===== config.mk =====
export PLATFORM = sky130hd
export DESIGN_NAME = colorMapper
export DESIGN_NICKNAME = d
export VERILOG_FILES = /design/src/rtl/zombieTypes_pkg.sv /design/src/rtl/colorMapper.sv
export VERILOG_INCLUDE_DIRS = /design/src /design/src/rtl
export SDC_FILE = /design/constraint.sdc
export NUM_CORES = 1
export LEC_CHECK = 0
export BUFFER_PORTS_ARGS = -buffer_cell sky130_fd_sc_hd__buf_2
export CAP_MARGIN = 20
export CORE_ASPECT_RATIO = 1.25
export CORE_MARGIN = 5
export CORE_UTILIZATION = 47
export CTS_BUF_LIST = sky130_fd_sc_hd__clkbuf_4
export CTS_CLUSTER_DIAMETER = 30
export CTS_CLUSTER_SIZE = 14
export DETAILED_ROUTE_END_ITERATION = 16
export PLACE_DENSITY_LB_ADDON = 0.1
export SLEW_MARGIN = 20
export SYNTH_ARGS = -nofsm -noshare
export SYNTH_HDL_FRONTEND = slang
export SYNTH_SLANG_ARGS = --single-unit

===== constraint.sdc =====
create_clock -name Clk -period 1.4 [get_ports Clk]
set_clock_uncertainty 0.2 [all_clocks]
set_input_delay 0 -clock Clk [delete_from_list [all_inputs] [get_ports Clk]]
set_output_delay 0 -clock Clk [all_outputs]
set_load 0.01 [all_outputs]

===== src/rtl/zombie_settings.svh =====
`ifndef ZOMBIE_SETTINGS_SVH
`define ZOMBIE_SETTINGS_SVH

// 640x480 at 60 Hz, 25 MHz pixel clock.
`define H_ACTIVE 640
`define H_FRONT 16
`define H_SYNC 96
`define H_TOTAL 800

`define V_ACTIVE 480
`define V_FRONT 10
`define V_SYNC 2
`define V_TOTAL 525

// Square sprite, one texel per pixel.
`define SPRITE_SIZE 32
`define ZOMBIE_COUNT 3

`define COORD_WIDTH 10
`define SPRITE_ADDR_WIDTH 10

`endif


===== src/rtl/zombieTypes_pkg.sv =====
`default_nettype none

`include "zombie_settings.svh"

package zombieTypes_pkg;

  typedef enum logic [1:0] {
    FACE_UP    = 2'd0,
    FACE_RIGHT = 2'd1,
    FACE_DOWN  = 2'd2,
    FACE_LEFT  = 2'd3
  } zombieFace_t;

  typedef struct packed {
    logic [7:0] red;
    logic [7:0] green;
    logic [7:0] blue;
  } rgb_t;

  localparam rgb_t COLOR_WHITE = 24'hFFFFFF;
  localparam rgb_t COLOR_BLACK = 24'h000000;

  typedef struct packed {
    logic [`COORD_WIDTH-1:0] x; // Top left corner of the box.
    logic [`COORD_WIDTH-1:0] y;
    zombieFace_t face;
    logic live;
  } zombieState_t;

  typedef struct packed {
    logic we;
    zombieFace_t face; // Selects the target RAM.
    logic [`SPRITE_ADDR_WIDTH-1:0] addr;
    rgb_t data;
  } spriteWrite_t;

  typedef struct packed {
    logic [`COORD_WIDTH-1:0] x;
    logic [`COORD_WIDTH-1:0] y;
    logic hsync; // Active low.
    logic vsync;
    logic blank;
  } scanPos_t;

  typedef struct packed {
    scanPos_t pos;
    rgb_t color;
  } pixelOut_t;

endpackage

`default_nettype wire


===== src/rtl/colorMapper.sv =====
`timescale 1ns/1ps
`default_nettype none

module colorMapper (
  input  logic Clk,
  input  logic rst,
  input  zombieTypes_pkg::scanPos_t scanDelayed,
  input  logic isZombie,
  input  zombieTypes_pkg::rgb_t spriteColor,
  output zombieTypes_pkg::pixelOut_t pixel
);

  localparam zombieTypes_pkg::scanPos_t SCAN_IDLE = '{
    x:     '0,
    y:     '0,
    hsync: 1'b1,
    vsync: 1'b1,
    blank: 1'b1
  };

  // The port carries the raw scanner output; this register lines it
  // up with the sprite table, which needs one cycle for the RAM read.
  zombieTypes_pkg::scanPos_t scanAligned;

  always_ff @(posedge Clk)
  begin
    if (rst)
    begin
      scanAligned <= SCAN_IDLE;
      pixel.pos <= SCAN_IDLE;
      pixel.color <= zombieTypes_pkg::COLOR_BLACK;
    end
    else
    begin
      scanAligned <= scanDelayed;
      pixel.pos <= scanAligned;
      if (scanAligned.blank)
        pixel.color <= zombieTypes_pkg::COLOR_BLACK; // Porch and sync.
      else if (isZombie)
        pixel.color <= spriteColor;
      else
        pixel.color <= zombieTypes_pkg::COLOR_WHITE;
    end
  end

endmodule

`default_nettype wire


==> flow_summary_export.csv <==
group,metric,value,unit
setup_path,reg2regPathDepth,2,
route,vias_per_cell,4.212,
clocking,cts_buffers,9,
sta,worst_pin_slew,0.6041,ns
setup_path,crit_required,1.49,ns
global_routing,grt_max_degree,26,
cells_and_area,design_area,3458,µm²
route,drt_pre_antenna_iters,5,
pwr,power,3.976,mW
route,wl,5.374,mm
setup_path,critPathMaxFanout,1,
pwr,power_leakage,1.728,nW
route,vias,1727,
clocking,cts-root-buf,"clkbuf_4",
job,maxCapViolCount,0,
worst_hold_path,hold_depth,4,
global_routing,overflow,0,
setup_path,critPathLaunchType,"primary input",
setup_path,r2r_end,"pixel[36]",
clocking,cts_tree,"done",
setup_path,rr_startpoint,"scanAligned[12]",
sta,fin_crit_sh,98.80,%
global_routing,grt_usage,19.96,%
setup_path,r2r_setup_slack,0.14,ns
floorplan,coreArea,4164,µm²
sta,relSlewSlack,59.73,%
route,drtAntennaViolNets,0,
logic_synthesis,avgSynthCellArea,11.79,µm²
setup_path,cpPeakStageDelay,0.55,ns
sta,postLayoutSetupSlackWorst,0.01686,ns
sta,finalHoldViolCount,0,
clocking,cts_max_level,3,
setup_path,crit_buf_inv,3,
setup_path,slowest_stage,"dlygate4sd3_1",
sta,grt_setup_unrepaired,"false",
route,drcViolationCount,0,
clocking,clk_latency,0.40,ns
worst_hold_path,hold_end,"pixel[8]",
logic_synthesis,yosysMostFrequentCell,"dfxtp_1",
route,wl_per_cell,13.11,µm
sta,hold_slack,0.08461,ns
logic_synthesis,ys_ff_latch,70,
cells_and_area,diodes,0,
logic_synthesis,yosysTopAreaCell,"dfxtp_1",
worst_hold_path,hold_path_startpoint,"rst",
sta,setup_tns,0,ns
setup_path,critPathTopFamily,"buffers and inverters",
setup_path,path_cells,"dlygate4sd3_1 > buf_2 > or2_2 > dlygate4sd3_1",
placement,hpwl,2.578,mm
logic_synthesis,synth_area,2051,µm²
global_routing,grt_pass1_wl,8.935,mm
cells_and_area,nNetsFinal,399,
logic_synthesis,synth_common_cells,"dfxtp_1 (70), nor2b_1 (38), inv_1 (24), a21oi_2 (19)",
logic_synthesis,syn_inst,174,
logic_synthesis,syn-num-nets,224,
sta,min_period,1.383,ns
clocking,clock_path_buffers,2,
floorplan,initial_core_util,49.25,%
logic_synthesis,synthArstFlopShare,0,%
logic_synthesis,synth_top_area_share,68.33,%
floorplan,dieArea,5792,µm²
cells_and_area,instances_no_fill,410,
floorplan,die_y,83.85,µm
floorplan,pin_count,97,
placement,gp_congestion,0.7153,
logic_synthesis,synth.area.top_cells,"dfxtp_1 (68%), nor2b_1 (12%), a21oi_2 (8.1%)",
clocking,cts.repair.resized,0,
clocking,cts.sinks,70,
placement,placed_cells,319,
status,status,"completed",
cells_and_area,layout-drive-gt1-share,39.27,%
sta,fmax,723.0,MHz
logic_synthesis,synth_flop_cell,"dfxtp_1",
floorplan,die_x,69.08,µm
placement,place_ws,0.2521,ns
logic_synthesis,synth-edff-count,0,
pwr,vdd_drop_max,0.8119,mV
route,drtIter0Drc,57,
sta,maxSlewViolCount,0,
placement,io_buffers,96,
global_routing,antenna_found_initial,0,
worst_hold_path,hp-class,"primary input to flip-flop",
setup_path,cp-end-kind,"flip-flop",
logic_synthesis,yosysWarnings,0,
floorplan,num_rows,26,
pwr,p_per_area,1150,nW/µm²
sta,finalSetupViolations,0,
setup_path,arrival,1.47,ns
logic_synthesis,ys_seq_area_share,68.33,%
placement,placed_cell_area,2546,µm²
cells_and_area,syn_to_final_growth,68.64,%
clocking,path_clk_slew,0.10,ns
setup_path,crit_type,"primary input to flip-flop",
cells_and_area,fin_util,83.05,%
setup_path,cpMostUsedCell,"dlygate4sd3_1",
global_routing,grt_pass1_vias,1791,
logic_synthesis,ys_types,12,
[state kept, by name, indices dropped and copies added, names as in the netlist]
| signal | cells |
|---|---|
| scanAligned | 23 |
| pixel | 47 |
[worst max-delay path by stage]
stage	start	to	slack [ns]	depth (start not counted)
6_report	scanDelayed[2]	scanAligned[2]	0.02	4
3_5_place_dp	scanAligned[0]	pixel[1]	0.25	3
5_1_grt	scanDelayed[1]	scanAligned[1]	0.03	4
3_3_place_gp	scanAligned[0]	pixel[23]	0.26	3
2_1_floorplan	scanAligned[0]	pixel[10]	0.29	4
4_1_cts	scanDelayed[0]	scanAligned[0]	0.07	4
[layout make-up]
cell class	instances	area [µm²]
flip-flops and latches	70	1401
repair buffers	174	1254
fillers	266	705.7
multi-input cells	70	481.7
inverters	24	90.09
clock inverters	6	86.33
clock buffers	10	75.07
well taps	56	70.07
[worst reg2reg max path, stage by stage (launching register included)]
cell and delay (ns):
dfxtp_1 0.31, nor2b_1 0.11, dlygate4sd3_1 0.54
[kinds of logic (layout without fill, tap and decap cells)]
| logic type | count (synthesis) | count (layout) | synth area share, % |
|---|---|---|---|
| AOI/OAI and AO/OA | 24 | 24 | 9.335 |
| DFF | 70 | 70 | 68.33 |
| buffers and inverters | 34 | 214 | 8.176 |
| and+or+nand+nor | 46 | 46 | 14.16 |
[report_power, final]
| part | switching [mW] | leakage [nW] | internal [mW] |
|---|---|---|---|
| Clock | 0.693 | 0.0864 | 0.742 |
| Combinational | 0.177 | 1.06 | 0.270 |
| Sequential | 0.0179 | 0.577 | 2.08 |
[routing by layer]
| layer | vias up | part of all wire [%] | track usage (%) |
|---|---|---|---|
| met2 | 71 | 53 | 35.68 |
| met4 | 0 | 1.1 | 6.039 |
| met3 | 6 | 6.5 | 8.313 |
| met5 | - | 0 | 0 |
| met1 | 781 | 40 | 21.16 |
| li1 | 869 | - | - |
[placed cells by master, fill, tap and decap left out, drive strengths merged]
cell and instances:
a21oi 24, clkbuf 10, clkinv 3, clkinvlp 1, bufinv 2, or2 6
buf 99, dlygate4sd3 75, and2b 2, dfxtp 70, nor2b 38, inv 24
[timing repair]
item                                   CTS  global route
buffers inserted                         0             0
endpoints found under the hold margin   69             0
hold buffers                            75             0
(Power assumes the default switching activity.)
