--- config.mk ---
export PLATFORM = sky130hd
export DESIGN_NAME = vgaScanner
export DESIGN_NICKNAME = d
export VERILOG_FILES = /design/src/rtl/zombieTypes_pkg.sv /design/src/rtl/vgaScanner.sv
export VERILOG_INCLUDE_DIRS = /design/src /design/src/rtl
export SDC_FILE = /design/constraint.sdc
export NUM_CORES = 1
export LEC_CHECK = 0
export ABC_AREA = 1
export BUFFER_PORTS_ARGS = -buffer_cell sky130_fd_sc_hd__buf_2
export CAP_MARGIN = 20
export CORE_ASPECT_RATIO = 2
export CORE_UTILIZATION = 49
export DETAILED_ROUTE_END_ITERATION = 12
export PLACE_DENSITY = 0.74
export SYNTH_ARGS = -nofsm -noshare
export SYNTH_HDL_FRONTEND = slang
export SYNTH_SLANG_ARGS = --single-unit
export TNS_END_PERCENT = 10
--- constraint.sdc ---
create_clock -name Clk -period 1.5 [get_ports Clk]
set_input_delay 0.075 -clock Clk [delete_from_list [all_inputs] [get_ports Clk]]
set_output_delay 0.075 -clock Clk [all_outputs]
set_load 0.01 [all_outputs]
--- src/rtl/zombie_settings.svh ---
`ifndef ZOMBIE_SETTINGS_SVH
`define ZOMBIE_SETTINGS_SVH

// 640x480 at 60 Hz, 25 MHz pixel clock.
`define H_ACTIVE 640
`define H_FRONT 16
`define H_SYNC 96
`define H_TOTAL 800

`define V_ACTIVE 480
`define V_FRONT 10
`define V_SYNC 2
`define V_TOTAL 525

// Square sprite, one texel per pixel.
`define SPRITE_SIZE 32
`define ZOMBIE_COUNT 3

`define COORD_WIDTH 10
`define SPRITE_ADDR_WIDTH 10

`endif

--- src/rtl/zombieTypes_pkg.sv ---
`default_nettype none

`include "zombie_settings.svh"

package zombieTypes_pkg;

  typedef enum logic [1:0] {
    FACE_UP    = 2'd0,
    FACE_RIGHT = 2'd1,
    FACE_DOWN  = 2'd2,
    FACE_LEFT  = 2'd3
  } zombieFace_t;

  typedef struct packed {
    logic [7:0] red;
    logic [7:0] green;
    logic [7:0] blue;
  } rgb_t;

  localparam rgb_t COLOR_WHITE = 24'hFFFFFF;
  localparam rgb_t COLOR_BLACK = 24'h000000;

  typedef struct packed {
    logic [`COORD_WIDTH-1:0] x; // Top left corner of the box.
    logic [`COORD_WIDTH-1:0] y;
    zombieFace_t face;
    logic live;
  } zombieState_t;

  typedef struct packed {
    logic we;
    zombieFace_t face; // Selects the target RAM.
    logic [`SPRITE_ADDR_WIDTH-1:0] addr;
    rgb_t data;
  } spriteWrite_t;

  typedef struct packed {
    logic [`COORD_WIDTH-1:0] x;
    logic [`COORD_WIDTH-1:0] y;
    logic hsync; // Active low.
    logic vsync;
    logic blank;
  } scanPos_t;

  typedef struct packed {
    scanPos_t pos;
    rgb_t color;
  } pixelOut_t;

endpackage

`default_nettype wire

--- src/rtl/vgaScanner.sv ---
`timescale 1ns/1ps
`default_nettype none

`include "zombie_settings.svh"

module vgaScanner (
  input  logic Clk,
  input  logic rst,
  output zombieTypes_pkg::scanPos_t scan
);

  localparam int H_SYNC_START = `H_ACTIVE + `H_FRONT;
  localparam int H_SYNC_END   = H_SYNC_START + `H_SYNC;
  localparam int V_SYNC_START = `V_ACTIVE + `V_FRONT;
  localparam int V_SYNC_END   = V_SYNC_START + `V_SYNC;

  localparam zombieTypes_pkg::scanPos_t SCAN_START = '{
    x:     '0,
    y:     '0,
    hsync: 1'b1,
    vsync: 1'b1,
    blank: 1'b0
  };

  zombieTypes_pkg::scanPos_t scanNext;

  // Sync and blank come from the next counter values so that
  // every field of scan is registered on the same edge.
  always_comb
  begin
    scanNext.x = scan.x + 1'b1;
    scanNext.y = scan.y;
    if (scan.x == `COORD_WIDTH'(`H_TOTAL - 1))
    begin
      scanNext.x = '0; // End of line.
      if (scan.y == `COORD_WIDTH'(`V_TOTAL - 1))
        scanNext.y = '0;
      else
        scanNext.y = scan.y + 1'b1;
    end

    scanNext.hsync = !((scanNext.x >= `COORD_WIDTH'(H_SYNC_START)) &&
                       (scanNext.x < `COORD_WIDTH'(H_SYNC_END)));
    scanNext.vsync = !((scanNext.y >= `COORD_WIDTH'(V_SYNC_START)) &&
                       (scanNext.y < `COORD_WIDTH'(V_SYNC_END)));
    scanNext.blank = (scanNext.x >= `COORD_WIDTH'(`H_ACTIVE)) ||
                     (scanNext.y >= `COORD_WIDTH'(`V_ACTIVE));
  end

  always_ff @(posedge Clk)
  begin
    if (rst)
      scan <= SCAN_START;
    else
      scan <= scanNext;
  end

  // Counters never leave the frame.
  scanInFrame: assert property (@(posedge Clk) disable iff (rst)
    (scan.x < `COORD_WIDTH'(`H_TOTAL)) && (scan.y < `COORD_WIDTH'(`V_TOTAL)));

endmodule

`default_nettype wire

==> metrics.yaml, run 1 <==
status: "finished, violations left"
violations: "setup timing"
h-tree-depth: 1
finalHoldViolations: 0
die_h_um: 77.6
synth.avg_cell_area_um2: 6.36
clk_pin_slew_ns: 0.08
maxClockFrequency_mhz: 656
crit_type: "register to register"
synthTopCellsByArea: "dfxtp_1 (33%), nand2_1 (16%), nor2_1 (11%)"
layoutNonFillerInstCount: 306
fin_nets: 284
die_area_um2: 3090
slew_viol_final: 0
synth_top_area_share_pct: 32.9
hpwl_um: 2870
rsz0062_at_grt: "yes"
rr_worst_depth: 12
required_ns: 1.67
hold_depth: 2
grt_max_degree: 20
area_growth_pct: 34.9
drt-pass1-iter-count: 4
antenna_cells: 0
grt_pass1_wl_um: 5980
start_kind: "register"
reg2reg_slack_ns: -0.03
p_sw_share_pct: 21.7
timing.rr.start: "scan[14]"
hp-class: "input pin to register"
powerDensity_nw_per_um2: 563
p_total_mw: 1.06
drt-total-wl_um: 3650
ys_ff_latch: 23
die_width_um: 39.8
drive_above_1_share_pct: 33.6
fillCellCount: 245
setup_tns_ns: -0.0445
setup_viol: 2
dp.cells: 299
drt-initial-drc-count: 42
relSlewSlack_pct: 76.7
power.leakage_nw: 1.04
cp_max_fo: 8
register_area_um2: 473
yosysTopAreaCell: "dfxtp_1"
cts_buffers: 3
clock_skew_ns: 0.00394
via_count: 1517
ir_drop_uv: 473
finalCriticalPeriod_ns: 1.53
drc: 0
syn_inst: 220
setup_ws_ns: -0.0251
routedWlPerCell_um: 11.9
antenna_found_initial: 0
r2r_end: "scan[1]"
synth.distinct_cells: 26
ctsHoldBuffers: 0
gp_congestion: 0.839
first_global_vias: 1477
multiInputGateArea_um2: 840
placed_area_um2: 1780
initial_core_util_pct: 51.2
cell_internal_pwr_mw: 0.833
ys_seq_area_share_pct: 32.9
fin_crit_sh_pct: 102
worstHoldEndpoint: "scan[19]"
ys_warn_count: 0
syn_area_um2: 1400
tightest_slew_ns: 0.349
worstHoldStart: "rst"
p_comb_share_pct: 5.2
clk_latency_ns: 0.27
overflow: 0
post-route-util_pct: 69.0
synth_nets: 226
cts-root-buf: "clkbuf_8"
fin_area_um2: 1890
vias_per_cell: 4.96
core.rowCount: 27
cap_violations: 0
cts_max_path_buffers: 2
reg_top3: "scan (23)"
numPortBuffers: 24
power_frac_clock_pct: 36.0
worst_setup_path_end_kind: "register"
ant_nets: 0
crit_arrival_ns: 1.69
io_pins: 25
cts_tree: "done"
cts_sinks: 23
switchingPower_mw: 0.231
core_area_um2: 2740
pwr-share-seq_pct: 58.8
regMostFlops: "scan"
largest_register_ffs: 23
grtUsageTotal_pct: 27.3
per-layer routing:
| metal | vias to the layer above | track usage, % | wire (um) |
|---|---|---|---|
| met5 | - | 0 | 0 |
| met4 | 0 | 18.3 | 201 |
| met3 | 15 | 1.71 | 88 |
| met2 | 38 | 50.3 | 2090 |
| met1 | 676 | 25.0 | 1270 |
| li1 | 788 | - | - |
cell families after synthesis:
family	after synthesis	share of synthesized area, %
simple gates	140	46.8
buf+inv	39	10.5
flops	23	32.9
compound gates	11	4.29
fa+ha+maj	4	3.57
xor+xnor	3	1.88
per-stage QoR:
step	hold WS, ns	setup slack [ns]
global placement	0.462	-0.107
detailed placement	0.467	-0.128
finish	0.186	-0.0251
global route	0.212	-0.183
CTS	0.191	-0.0681
floorplan	0.379	0.000750
worst max-delay path, stage by stage (launching register included):
cell     delay, ns
dfxtp_4       0.37
ha_4          0.15
nand2_4       0.07
nor2_8        0.14
nand2_4       0.08
nor2_8        0.15
nand2_2       0.07
nand2_2       0.06
inv_2         0.04
nor2_2        0.06
nand2_1       0.07
nor2_2        0.13
nand2_1       0.06
power by group through the flow:
stage / clock, mW / sequential (mW) / combinational (mW)
floorplan: 0 / 0.643 / 0.0202
global placement: 0 / 0.637 / 0.0488
detailed placement: 0 / 0.638 / 0.0493
CTS: 0.395 / 0.625 / 0.0554
global route: 0.418 / 0.626 / 0.0612
finish: 0.383 / 0.625 / 0.0555
worst max path at each step:
stage               startpoint       to  slack (ns)  cells past startpoint
finish                scan[14]  scan[1]       -0.03                     12
detailed placement    scan[14]  scan[1]       -0.13                     12
global placement      scan[14]  scan[1]       -0.11                     12
CTS                   scan[14]  scan[1]       -0.07                     12
floorplan              scan[3]  scan[1]      0.0007                     12
global route          scan[14]  scan[1]       -0.18                     12
timing repair:
action                                  4_1_cts  5_1_grt
setup buffers                                 2        1
pin swaps                                     6        7
resized for setup                             6       13
endpoints found under the setup margin        5       11
cloned                                        0        0
layout by cell type, fill, tap and decap left out, types with 2 or more instances in the layout:
cell	netlist	final
nand2_1	61	55
o21ai_1	1	2
nand3_1	15	15
nor2_2	3	8
nor3_1	3	3
nor2_4	2	2
inv_1	34	33
buf_4	0	32
xor2_1	2	2
dfxtp_1	23	17
dfxtp_4	0	2
ha_1	4	2
nand2_2	2	7
inv_2	2	3
nand2_4	2	3
nor2_1	42	37
buf_2	0	24
nand4_1	5	5
clkbuf_8	0	3
a211oi_1	2	2
o21ai_0	5	4
a21oi_1	3	3
nor2_8	2	2
dfxtp_2	0	4
synthesized netlist by cell type:
master and number:
inv_2 2, inv_1 34, o21ai_1 1, clkbuf_2 1, buf_1 1, nand3_4 1
nand2_4 2, nand4_1 5, a211oi_1 2, nand3_1 15, nor2_1 42, clkbuf_1 1
nor2_8 2, nor2_4 2, ha_1 4, xor2_1 2, o21ai_0 5, nand2_2 2
and3_1 1, dfxtp_1 23, nand3b_1 1, nor3_1 3, a21oi_1 3, nand2_1 61
nor2_2 3, xnor2_1 1
area by class of cell:
class                   count  share of cell area (%)
multi-input cells         158                    44.4
flip-flops and latches     23                    25.0
repair buffers             56                    19.1
inverters                  36                    7.15
clock buffers               4                    2.38
well taps                  29                    1.92
Power figures use the tool's default switching activity.
==> run 2, diff against run 1 <==
--- a/config.mk
+++ b/config.mk
@@ -13,6 +13,7 @@
 export CORE_UTILIZATION = 49
 export DETAILED_ROUTE_END_ITERATION = 12
 export PLACE_DENSITY = 0.74
+export RECOVER_POWER = 100
 export SYNTH_ARGS = -nofsm -noshare
 export SYNTH_HDL_FRONTEND = slang
 export SYNTH_SLANG_ARGS = --single-unit
==> metrics.yaml, run 2 (synthesis gave the netlist of run 1 again) <==
antenna_found_initial: 0
pwr-share-seq_pct: 58.8
hpwl_um: 2870
grt_pass1_wl_um: 5980
cts_max_path_buffers: 2
cell_internal_pwr_mw: 0.833
worstHoldStart: "rst"
die_area_um2: 3090
placed_area_um2: 1780
cts_buffers: 3
violations: "setup timing"
power_frac_clock_pct: 36.0
crit_type: "register to register"
hold_depth: 2
final_common_cell: "nand2_1"
area_growth_pct: 34.7
ir_drop_uv: 473
hp-class: "input pin to register"
drive_above_1_share_pct: 32.5
final_cell_mix: "nand2_1 (55), nor2_1 (37), inv_1 (33)"
grtUsageTotal_pct: 27.3
worst_setup_path_end_kind: "register"
setup_tns_ns: -0.0443
finalHoldViolations: 0
h-tree-depth: 1
switchingPower_mw: 0.231
cts_sinks: 23
r2r_end: "scan[1]"
die_h_um: 77.6
timing.rr.start: "scan[14]"
cp_max_fo: 8
p_sw_share_pct: 21.7
first_global_vias: 1477
routedWlPerCell_um: 11.9
antenna_cells: 0
rsz0062_at_grt: "yes"
clock_skew_ns: 0.00403
numPortBuffers: 24
cts_tree: "done"
drt-pass1-iter-count: 4
ant_nets: 0
vias_per_cell: 4.96
crit_arrival_ns: 1.69
fin_nets: 284
reg2reg_slack_ns: -0.02
required_ns: 1.67
cap_violations: 0
post-route-util_pct: 68.9
p_total_mw: 1.06
p_comb_share_pct: 5.2
drc: 0
core_area_um2: 2740
powerDensity_nw_per_um2: 564
grt_max_degree: 20
io_pins: 25
fin_crit_sh_pct: 102
tightest_slew_ns: 0.349
initial_core_util_pct: 51.2
regMostFlops: "scan"
slew_viol_final: 0
relSlewSlack_pct: 76.7
fillCellCount: 247
fin_hold_ws_ns: 0.186
largest_register_ffs: 23
clk_latency_ns: 0.27
core.rowCount: 27
gp_congestion: 0.839
maxClockFrequency_mhz: 656
drt-initial-drc-count: 42
clk_pin_slew_ns: 0.08
die_width_um: 39.8
overflow: 0
fin_area_um2: 1890
start_kind: "register"
worstHoldEndpoint: "scan[19]"
reg_top3: "scan (23)"
cts-root-buf: "clkbuf_8"
power.leakage_nw: 1.04
finalCriticalPeriod_ns: 1.52
rr_worst_depth: 12
drt-total-wl_um: 3650
setup_viol: 2
via_count: 1517
status: "finished, violations left"
setup_ws_ns: -0.0249
run 2: critical path, cell delays in order, from the launching register on:
cell     delay, ns
dfxtp_4       0.37
ha_4          0.15
nand2_4       0.07
nor2_8        0.14
nand2_4       0.08
nor2_8        0.15
nand2_2       0.07
nand2_2       0.06
inv_2         0.04
nor2_2        0.06
nand2_1       0.07
nor2_2        0.13
nand2_1       0.06
run 2: metal layers:
layer	vias up	global-route usage, %	part of all wire [%]	wire length, um
met4	0	18.3	5.5	201
met2	38	50.3	57	2090
met1	676	25.0	35	1270
li1	788	-	-	-
met3	15	1.71	2.4	89
met5	-	0	0	0
run 2: worst max path at each step:
stage / startpoint / endpoint / depth (start not counted)
6_report: scan[14] / scan[1] / 12
5_1_grt: scan[14] / scan[1] / 12
4_1_cts: scan[14] / scan[1] / 12
3_5_place_dp: scan[14] / scan[1] / 12
3_3_place_gp: scan[14] / scan[1] / 12
2_1_floorplan: scan[3] / scan[1] / 12
run 2: metrics by stage:
step | setup WS [ns] | cells
floorplan | 0.000750 | 220
global placement | -0.107 | 299
detailed placement | -0.128 | 299
CTS | -0.0681 | 305
global route | -0.183 | 306
finish | -0.0249 | 306
run 2: repair_timing:
action | 4_1_cts | 5_1_grt
hold buffers | 0 | 0
pin swaps | 6 | 7
resized for setup | 6 | 13
setup buffers | 2 | 1
setup endpoints to repair | 5 | 11
run 2: cell type report:
cell class              instances  area [um^2]  area share, %
clock buffers                   4         45.0           2.39
inverters                      36          135           7.17
multi-input cells             158          840           44.5
flip-flops and latches         23          473           25.1
well taps                      29         36.3           1.92
repair buffers                 56          357           18.9
run 2: power by group through the flow:
stage	combinational, mW	sequential [mW]	clock [mW]
5_1_grt	0.0612	0.626	0.418
2_1_floorplan	0.0202	0.643	0
3_5_place_dp	0.0493	0.638	0
4_1_cts	0.0554	0.625	0.395
3_3_place_gp	0.0488	0.637	0
6_report	0.0555	0.625	0.383
